**src/sb_defines.svh**
```systemverilog
`ifndef SB_DEFINES_SVH
`define SB_DEFINES_SVH

// word size of the pixel stream
`define SB_DATA_WIDTH   8

// parallel conv units, one word each per output beat
`define SB_CONV_UNITS   4

// largest kernel the buffer can serve
`define SB_KERNEL_H_MAX 3
`define SB_KERNEL_W_MAX 3

// padded row: conv units plus the extra words needed by the tallest kernel
`define SB_IN_WORDS     (`SB_CONV_UNITS + `SB_KERNEL_H_MAX - 1)

// kernel size minus one, also the shift index range
`define SB_KH_WIDTH     $clog2(`SB_KERNEL_H_MAX)
`define SB_KW_WIDTH     $clog2(`SB_KERNEL_W_MAX)

// channel and column counters
`define SB_CIN_WIDTH    4
`define SB_COLS_WIDTH   4

// sideband bits on the output stream
`define SB_TUSER_WIDTH  2

`endif
```
**src/sb_pkg.sv**
```systemverilog
`default_nettype none

`include "sb_defines.svh"

package sb_pkg;

    // one pixel word
    typedef logic [`SB_DATA_WIDTH-1:0] word_t;

    // flattened padded row, word 0 at the low end
    typedef logic [`SB_IN_WORDS*`SB_DATA_WIDTH-1:0] row_t;

    // flattened output beat, one word per conv unit
    typedef logic [`SB_CONV_UNITS*`SB_DATA_WIDTH-1:0] beat_t;

    typedef logic [`SB_KH_WIDTH-1:0]   kh_t;    // kernel_h - 1, also shift index
    typedef logic [`SB_KW_WIDTH-1:0]   kw_t;    // kernel_w - 1
    typedef logic [`SB_CIN_WIDTH-1:0]  cin_t;   // channel count
    typedef logic [`SB_COLS_WIDTH-1:0] cols_t;  // column count

    // out_user bit positions
    localparam int TUSER_IS_1X1       = 0;
    localparam int TUSER_IS_COLS_1_K2 = 1;

endpackage

`default_nettype wire

```
**src/sb_shift_buffer.sv**
```systemverilog
`default_nettype none

`include "sb_defines.svh"

// conv input shift buffer, padded rows in, kernel_h shifted windows out
module sb_shift_buffer (
    input  wire                aclk,
    input  wire                rst_n,
    input  wire                start,

    input  wire sb_pkg::kh_t   kernel_h_1_in,
    input  wire sb_pkg::kw_t   kernel_w_1_in,
    input  wire sb_pkg::cin_t  cin_1_in,
    input  wire sb_pkg::cols_t cols_1_in,

    input  wire                in_valid,
    input  wire sb_pkg::row_t  in_data,
    output logic               in_ready,

    output logic               out_valid,
    input  wire                out_ready,
    output sb_pkg::beat_t      out_data,
    output logic               out_last,
    output logic [`SB_TUSER_WIDTH-1:0] out_user,

    output sb_pkg::kh_t        kernel_h_1_out,  // captured sizes for downstream
    output sb_pkg::kw_t        kernel_w_1_out
);

    sb_pkg::kh_t   kernel_h_1;
    sb_pkg::kw_t   kernel_w_1;
    sb_pkg::cin_t  cin_1;
    sb_pkg::cols_t cols_1;

    logic is_1x1;
    logic is_cols_1_k2;
    logic last_shift;
    logic row_done;

    sb_config_regs i_config (
        .aclk          (aclk),
        .rst_n         (rst_n),
        .start         (start),
        .kernel_h_1_in (kernel_h_1_in),
        .kernel_w_1_in (kernel_w_1_in),
        .cin_1_in      (cin_1_in),
        .cols_1_in     (cols_1_in),
        .kernel_h_1    (kernel_h_1),
        .kernel_w_1    (kernel_w_1),
        .cin_1         (cin_1),
        .cols_1        (cols_1),
        .is_1x1        (is_1x1)
    );

    sb_row_shifter i_shifter (
        .aclk       (aclk),
        .rst_n      (rst_n),
        .kernel_h_1 (kernel_h_1),
        .in_valid   (in_valid),
        .in_data    (in_data),
        .in_ready   (in_ready),
        .out_ready  (out_ready),
        .out_valid  (out_valid),
        .out_data   (out_data),
        .last_shift (last_shift),
        .row_done   (row_done)
    );

    sb_block_tracker i_tracker (
        .aclk         (aclk),
        .rst_n        (rst_n),
        .cin_1        (cin_1),
        .cols_1       (cols_1),
        .kernel_w_1   (kernel_w_1),
        .last_shift   (last_shift),
        .row_done     (row_done),
        .out_last     (out_last),
        .is_cols_1_k2 (is_cols_1_k2)
    );

    // sideband: run flag and block flag
    assign out_user[sb_pkg::TUSER_IS_1X1]       = is_1x1;
    assign out_user[sb_pkg::TUSER_IS_COLS_1_K2] = is_cols_1_k2;

    assign kernel_h_1_out = kernel_h_1;
    assign kernel_w_1_out = kernel_w_1;

endmodule

`default_nettype wire

```
**src/sb_block_tracker.sv**
```systemverilog
`default_nettype none

`include "sb_defines.svh"

// counts rows into channel groups and groups into column blocks
module sb_block_tracker (
    input  wire                aclk,
    input  wire                rst_n,
    input  wire sb_pkg::cin_t  cin_1,
    input  wire sb_pkg::cols_t cols_1,
    input  wire sb_pkg::kw_t   kernel_w_1,

    input  wire                last_shift,     // final window on the output
    input  wire                row_done,       // final window transferred

    output logic               out_last,       // end of channel group
    output logic               is_cols_1_k2    // flagged column block
);

    sb_pkg::cin_t  cin_count;       // rows seen in the current group
    sb_pkg::cols_t cols_count;      // groups seen in the current block
    sb_pkg::cols_t cols_next;
    sb_pkg::cols_t kw_half;
    sb_pkg::cols_t cols_k2;         // column index that gets the flag

    logic group_end;

    assign group_end = (cin_count == cin_1);

    // last beat of last row in the group
    assign out_last = last_shift && group_end;

    // wraps at cols_1
    assign cols_next = (cols_count == cols_1) ? '0 : cols_count + 1'b1;

    assign kw_half = sb_pkg::cols_t'(kernel_w_1 >> 1);
    assign cols_k2 = cols_1 - kw_half - sb_pkg::cols_t'(1);

    always_ff @(posedge aclk) begin
        if (!rst_n) begin
            cin_count    <= '0;
            cols_count   <= '0;
            is_cols_1_k2 <= 1'b0;
        end else if (row_done) begin
            if (group_end) begin
                cin_count    <= '0;
                cols_count   <= cols_next;
                // flag follows the group that starts now
                is_cols_1_k2 <= (cols_next == cols_k2);
            end else begin
                cin_count <= cin_count + 1'b1;
            end
        end
    end

endmodule

`default_nettype wire

```
**src/sb_row_shifter.sv**
```systemverilog
`default_nettype none

`include "sb_defines.svh"

// holds one padded row and walks it down one word per output beat
module sb_row_shifter (
    input  wire               aclk,
    input  wire               rst_n,
    input  wire sb_pkg::kh_t  kernel_h_1,     // beats per row minus one

    input  wire               in_valid,
    input  wire sb_pkg::row_t in_data,
    output logic              in_ready,

    input  wire               out_ready,
    output logic              out_valid,
    output sb_pkg::beat_t     out_data,

    output logic              last_shift,     // current beat is the row's final window
    output logic              row_done        // final window handed over this cycle
);

    localparam int W = `SB_DATA_WIDTH;
    localparam int N = `SB_IN_WORDS;

    sb_pkg::word_t data_q [N];      // row words, index 0 is the lowest
    sb_pkg::kh_t   shift_idx;       // window number of the beat on out_data

    logic in_xfer;
    logic beat_xfer;

    assign beat_xfer = out_valid && out_ready;
    assign last_shift = out_valid && (shift_idx == kernel_h_1);
    assign row_done = beat_xfer && last_shift;

    // free when empty, or when the last window leaves this cycle
    assign in_ready = !out_valid || (last_shift && out_ready);
    assign in_xfer  = in_valid && in_ready;

    // handshake state
    always_ff @(posedge aclk) begin
        if (!rst_n) begin
            out_valid <= 1'b0;
            shift_idx <= '0;
        end else if (in_xfer) begin
            out_valid <= 1'b1;          // new row, first window next cycle
            shift_idx <= '0;
        end else if (row_done) begin
            out_valid <= 1'b0;          // nothing queued behind it
            shift_idx <= '0;
        end else if (beat_xfer) begin
            shift_idx <= shift_idx + 1'b1;
        end
    end

    // word registers
    always_ff @(posedge aclk) begin
        if (!rst_n) begin
            for (int i = 0; i < N; i++) begin
                data_q[i] <= '0;
            end
        end else if (in_xfer) begin
            for (int i = 0; i < N; i++) begin
                data_q[i] <= in_data[i*W +: W];  // unpack row
            end
        end else if (beat_xfer) begin
            // step down by one word, top word just holds
            for (int i = 0; i < N - 1; i++) begin
                data_q[i] <= data_q[i+1];
            end
        end
    end

    // lowest words form the window
    always_comb begin
        for (int i = 0; i < `SB_CONV_UNITS; i++) begin
            out_data[i*W +: W] = data_q[i];
        end
    end

endmodule

`default_nettype wire

```
**src/sb_config_regs.sv**
```systemverilog
`default_nettype none

`include "sb_defines.svh"

// run configuration, sampled on start and held until the next start
module sb_config_regs (
    input  wire              aclk,
    input  wire              rst_n,
    input  wire              start,          // single cycle strobe

    input  wire sb_pkg::kh_t   kernel_h_1_in,
    input  wire sb_pkg::kw_t   kernel_w_1_in,
    input  wire sb_pkg::cin_t  cin_1_in,
    input  wire sb_pkg::cols_t cols_1_in,

    output sb_pkg::kh_t      kernel_h_1,
    output sb_pkg::kw_t      kernel_w_1,
    output sb_pkg::cin_t     cin_1,
    output sb_pkg::cols_t    cols_1,
    output logic             is_1x1          // kernel height of one
);

    logic is_1x1_in;

    // decided once at capture, consumers only read the flag
    assign is_1x1_in = (kernel_h_1_in == '0);

    always_ff @(posedge aclk) begin
        if (!rst_n) begin
            kernel_h_1 <= '0;           // zero config, a 1x1 kernel
            kernel_w_1 <= '0;
            cin_1      <= '0;
            cols_1     <= '0;
            is_1x1     <= 1'b0;         // flag stays low until a real start
        end else if (start) begin
            kernel_h_1 <= kernel_h_1_in;
            kernel_w_1 <= kernel_w_1_in;
            cin_1      <= cin_1_in;
            cols_1     <= cols_1_in;
            is_1x1     <= is_1x1_in;
        end
    end

endmodule

`default_nettype wire

```
**config.mk**
```make
export PLATFORM = sky130hd
export DESIGN_NAME = sb_shift_buffer
export DESIGN_NICKNAME = d
export VERILOG_FILES = /design/src/sb_pkg.sv /design/src/sb_shift_buffer.sv /design/src/sb_block_tracker.sv /design/src/sb_row_shifter.sv /design/src/sb_config_regs.sv
export VERILOG_INCLUDE_DIRS = /design/src /design/src/src
export SDC_FILE = /design/constraint.sdc
export NUM_CORES = 1
export LEC_CHECK = 0
export BUFFER_PORTS_ARGS = -buffer_cell sky130_fd_sc_hd__buf_2
export CORE_MARGIN = 2
export CORE_UTILIZATION = 46
export CTS_CLUSTER_SIZE = 12
export DETAILED_ROUTE_END_ITERATION = 12
export PLACE_DENSITY = 0.85
export SETUP_SLACK_MARGIN = 0.5
export SLEW_MARGIN = 20
export SYNTH_ARGS = -nofsm -noshare
export SYNTH_HDL_FRONTEND = slang
export SYNTH_SLANG_ARGS = --single-unit
```
**constraint.sdc**
```tcl
create_clock -name aclk -period 2.1 [get_ports aclk]
set_input_delay 0 -clock aclk [delete_from_list [all_inputs] [get_ports aclk]]
set_output_delay 0 -clock aclk [all_outputs]
set_load 0.1 [all_outputs]
```
Yosys cells after proc, flatten, opt, wreduce, memory -nomap -nowiden:

Memories as Yosys holds them, arrays and structs flattened.
Cells that the tools add are included.

* register bits: 25
* bits in writable memories: 48
* bits of input ports: 65
* output and inout port bits: 41
* logic and storage cells: 67
* memories: 1

Memory list
* i_shifter.data_q: words 6, bits a word 8, read ports 6, clocked after memory_dff 0, write ports 6, line sb_row_shifter.sv:26 `sb_pkg::word_t data_q [N];`

* add/sub/neg operators: 5
* equal/unequal tests: 4
* mux-type cells: 23
* bitwise logic cells: 12
* reductions and logical operators: 12

Operators by type and width (count)
* two-way mux 8 bit: 11
* == test 4 bit: 3
* bitwise OR 1 bit: 11
* two-way mux 1 bit: 10
* adder 4 x 1 -> 4 bit, second input constant: 2
* two-way mux 4 bit: 2
* logical AND 1 bit: 6
* subtractor 4 x 1 -> 4 bit: 1
* subtractor 4 x 1 -> 4 bit, second input constant: 1
* OR reduction 3 bit: 1
* adder 2 x 1 -> 2 bit, second input constant: 1
* == test 2 bit: 1
* zero test 2 bit: 1
* AND reduction 2 bit: 1
* nonzero test 2 bit: 1
* zero test 1 bit: 1
* logical OR 1 bit: 1
* NOT 1 bit: 1

Logic depth before layout (Yosys ltp):

* word-level depth: 10
* gate-level depth with buffers: 10
* depth with buffers taken out: 10

By module:

From an unflattened synthesis, not the netlist that was laid out.

* cell total of the unflattened synthesis: 452
* area total of the unflattened synthesis: 4664.5 um^2

By module, submodules not included
* sb_row_shifter: times used 1, cells each 323, area each 3427.0 um^2, sequential area each 1501.4 um^2
* sb_block_tracker: times used 1, cells each 84, area each 701.9 um^2, sequential area each 180.2 um^2
* sb_config_regs: times used 1, cells each 43, area each 520.5 um^2, sequential area each 260.2 um^2
* sb_shift_buffer: times used 1, cells each 2, area each 15.0 um^2, sequential area each 0.0 um^2

Worst setup path after synthesis:

OpenSTA, ideal clock, no wires.

* kind: register -> register
* start point: register i_config.kernel_h_1[0]
* end point: memory i_shifter.data_q[0][0] (netlist bit) (enable)
* library setup time: 404 ps
* arrival: 4031 ps
* required time: 1696 ps
* slack: -2335 ps
* cell stages (with the launch flop): 6
* path buffers: 0
* clock period less this slack: 4435 ps
* cells stage by stage: dfxtp_1 xnor2_1 nand2_1 o21ai_1 nand2_1 nand3_1

RTL lines
* start: declaration: line sb_config_regs.sv:16 `output sb_pkg::kh_t kernel_h_1,`
* start signal: assignment: line sb_config_regs.sv:36 `kernel_h_1 <= kernel_h_1_in;`
* end: declaration: line sb_row_shifter.sv:26

Worst setup path in the final report:

* start point: register i_tracker.cols_count[2]
* end point: register i_tracker.is_cols_1_k2

* cells in the longest elaborated chain, start to end: 3
* elaborated cells on any way between the ends: 4
* classes of those cells: add/sub (1); eq/ne (2); mux (1)

Ends and longest elaborated chain
* start: declaration: line sb_block_tracker.sv:21 `sb_pkg::cols_t cols_count;`
* start signal: assignment: line sb_block_tracker.sv:47 `cols_count <= cols_next;`
* adder 4 x 1 -> 4 bit / == test 4 bit (equally long branches): line sb_block_tracker.sv:34 `assign cols_next = (cols_count == cols_1) ? '0 : cols_count + 1'b1;`
* two-way mux 4 bit *: line sb_block_tracker.sv:34
* == test 4 bit *: line sb_block_tracker.sv:49 `is_cols_1_k2 <= (cols_next == cols_k2);`
* end signal: assignment: line sb_block_tracker.sv:49
* end: declaration: line sb_block_tracker.sv:17 `output logic is_cols_1_k2`

Every way passes the cells marked *; elsewhere a longest branch is shown, timed or not.
A chain may end at the register's enable or synchronous reset.

==> results.toml <==
[floorplanning]
die_area_um2 = 8210
initial_core_util_pct = 47.6
core_um2 = 7250
ios = 106
die_x_um = 90.6
num_rows = 31
fp.dieH_um = 90.6

[finish]
drive_gt1_share_pct = 44.8
layoutNonFillerInstCount = 554
regArea_um2 = 1980
multiInputGateArea_um2 = 1420
filler_cell_count = 474
finalNetCount = 519
area_growth_pct = 52.6
diodes = 0

[synth]
syn_inst = 286
ys_warn_count = 0
synth_edf_count = 48
synthesis.nets = 355
ys_ff_latch = 73
syn_avg_cell_area_um2 = 12.1
synth_ff_type = "edfxtp_1"
synth-seq-area-share_pct = 56.3
synthDistinctLibCells = 37
synthArstFlopShare_pct = 0
syn_area_um2 = 3450

[placement]
dpl.cell_count = 447
io_buffers = 105
gp_congestion = 0.834
dp_slack_ns = 0.196
hpwl_mm = 4.81

[grt]
antenna_found_initial = 0
gr-total-overflow = 0
grt_max_degree = 41
grt_pass1_wl_mm = 14.2
grt_usage_pct = 22.1
grt_pass1_vias = 2882

[setup_path]
crit_arrival_ns = 1.98
start_kind = "register"
slowest_stage = "dfxtp_4"
crit_chain = "xor2_1, nor4_4, nor2_2, mux2_4, a311oi_2, o22ai_1"
slowest_delay_ns = 0.35
cp-end-kind = "register"
worstSetupPathType = "register to register"
critPathMaxFanout = 3
crit_required_ns = 2.31

[clock_tree]
cts_root_buf = "clkbuf_8"
cts.sinks = 73
clk_path_buf_depth = 2
htreeDepth = 3
path_clk_slew_ns = 0.08
cts_tree = "done"
numCtsBuffers = 9
clk_latency_ns = 0.34

[power_and_ir_drop]
p_total_mw = 3.79
vdd_drop_max_mv = 0.398
p_leak_nw = 2.32
pwr_density_cell_nw_per_um2 = 718

[sta]
worst_pin_slew_ns = 0.511
finalCriticalPeriod_ns = 1.77
hold_violations = 0
rsz0062_at_grt = "yes"
max_freq_mhz = 566
setup_ws_ns = 0.332
period_share_pct = 84.2
setup_violations = 0
final.setup.tns_ns = 0
clock_skew_ns = 0.0106
slew_headroom_pct = 66.1
slew_viol_final = 0
hold_slack_ns = 0.0487

[min_path]
hp-class = "primary input to register"

[route]
routed_via_density = 5.08
drt_iter0_markers = 129
drc = 0
vias = 2812
drt-pass1-iter-count = 4
post_drt_wl_per_cell_um = 17.0
totalWireLength_mm = 9.43
antenna_left = 0

[flow_run]
maxCapViolations = 0

[outcome]
outcome = "finished, final reports clean"
-- sequential cells by signal (all words and copies together) (netlist names) --
register	flops
i_tracker.cols_count	4
i_config.kernel_h_1	2
i_config.is_1x1	1
i_tracker.is_cols_1_k2	1
i_config.cin_1	4
i_tracker.cin_count	4
i_config.kernel_w_1	2
i_shifter.data_q	48
i_config.cols_1	4
i_shifter.shift_idx	2
i_shifter.out_valid	1
-- final timing paths --
path | start | end | slack (ns) | depth (start not counted)
worst max-delay path | i_tracker.cols_count[2] | i_tracker.is_cols_1_k2 | 0.33 | 6
worst min-delay path | rst_n | i_tracker.is_cols_1_k2 | 0.05 | 3
worst max register to register | i_tracker.cols_count[2] | i_tracker.is_cols_1_k2 | 0.33 | 6
worst min register to register | i_tracker.is_cols_1_k2 | i_tracker.is_cols_1_k2 | 0.48 | 2
-- routing by layer --
metal	wire, um	global-route usage (%)	vias to the layer above
met5	0	0	-
met4	221	10.0	0
met3	422	3.42	22
li1	-	-	1338
met1	3790	26.0	1347
met2	4990	39.8	105
-- synthesized netlist by cell type (all sizes together) (3+ instances only) --
cell type  number  area, um^2
ha              4        50.1
o21ai           4        20.0
xor2            9        78.8
clkbuf          9        33.8
nand2           8        30.0
a22o           40         350
edfxtp         48        1440
buf            38         277
xnor2          11        96.3
a21oi           6        30.0
inv             8        30.0
nor3            3        20.0
and2            8        50.1
nor2           27         104
nand3           4        20.0
mux2i          15         150
dfxtp          25         500
-- layout make-up --
cell class | count | share of cell area, %
clock buffers | 11 | 2.49
clock inverters | 5 | 0.427
inverters | 8 | 0.570
multi-input cells | 159 | 26.9
flip-flops and latches | 73 | 37.6
well taps | 99 | 2.35
repair buffers | 199 | 29.6
-- cell families after synthesis --
group	share of synthesized area, %
mux	5.00
buf+inv	9.86
simple gates	9.53
compound gates	12.8
xor+xnor	5.07
fa+ha+maj	1.45
flops	56.3
-- per-stage QoR --
step	util [%]	area (um^2)
2_1_floorplan	-	3580
3_3_place_gp	54.4	3950
3_5_place_dp	54.4	3950
4_1_cts	69.2	5020
5_1_grt	72.6	5270
6_report	72.6	5270
-- placed cells by master, fill, tap and decap left out, types with 3 or more instances in the layout --
cell | Yosys | layout
a21oi_1 | 6 | 5
a22o_1 | 40 | 40
and2_1 | 8 | 5
and2_4 | 0 | 3
buf_12 | 0 | 4
buf_2 | 2 | 104
buf_4 | 35 | 21
clkbuf_16 | 0 | 4
clkbuf_8 | 0 | 9
clkinv_2 | 0 | 3
dfxtp_1 | 25 | 8
dfxtp_2 | 0 | 9
dfxtp_4 | 0 | 8
dlygate4sd3_1 | 0 | 61
edfxtp_1 | 48 | 48
inv_1 | 8 | 6
mux2i_1 | 15 | 15
nand2_1 | 8 | 5
nor2_1 | 26 | 23
xnor2_1 | 11 | 6
xnor2_4 | 0 | 3
xor2_1 | 9 | 8
-- repair_timing --
| item | 4_1_cts | 5_1_grt |
|---|---|---|
| gates cloned | 3 | 5 |
| hold buffers | 61 | 0 |
| setup buffers | 10 | 12 |
| hold endpoints to repair | 61 | 0 |
| endpoints found under the setup margin | 107 | 107 |
| pin swaps | 10 | 14 |
| resized for setup | 28 | 20 |
-- worst max-delay path, delay by kind of cell, from the launching register on --
| family | cells | cell delay (ns) |
|---|---|---|
| flip-flops | 1 | 0.35 |
| AO/OA/AOI/OAI | 2 | 0.41 |
| AND/OR/NAND/NOR | 2 | 0.41 |
| multiplexers | 1 | 0.28 |
| XOR/XNOR | 1 | 0.19 |
-- report_power, final --
part	internal [mW]	switching (mW)	total (mW)
logic	0.381	0.787	1.17
clock network	0.416	0.488	0.904
registers	1.65	0.0638	1.71
total	2.45	1.34	3.79
No activity file was read; power rests on OpenSTA's default activity.
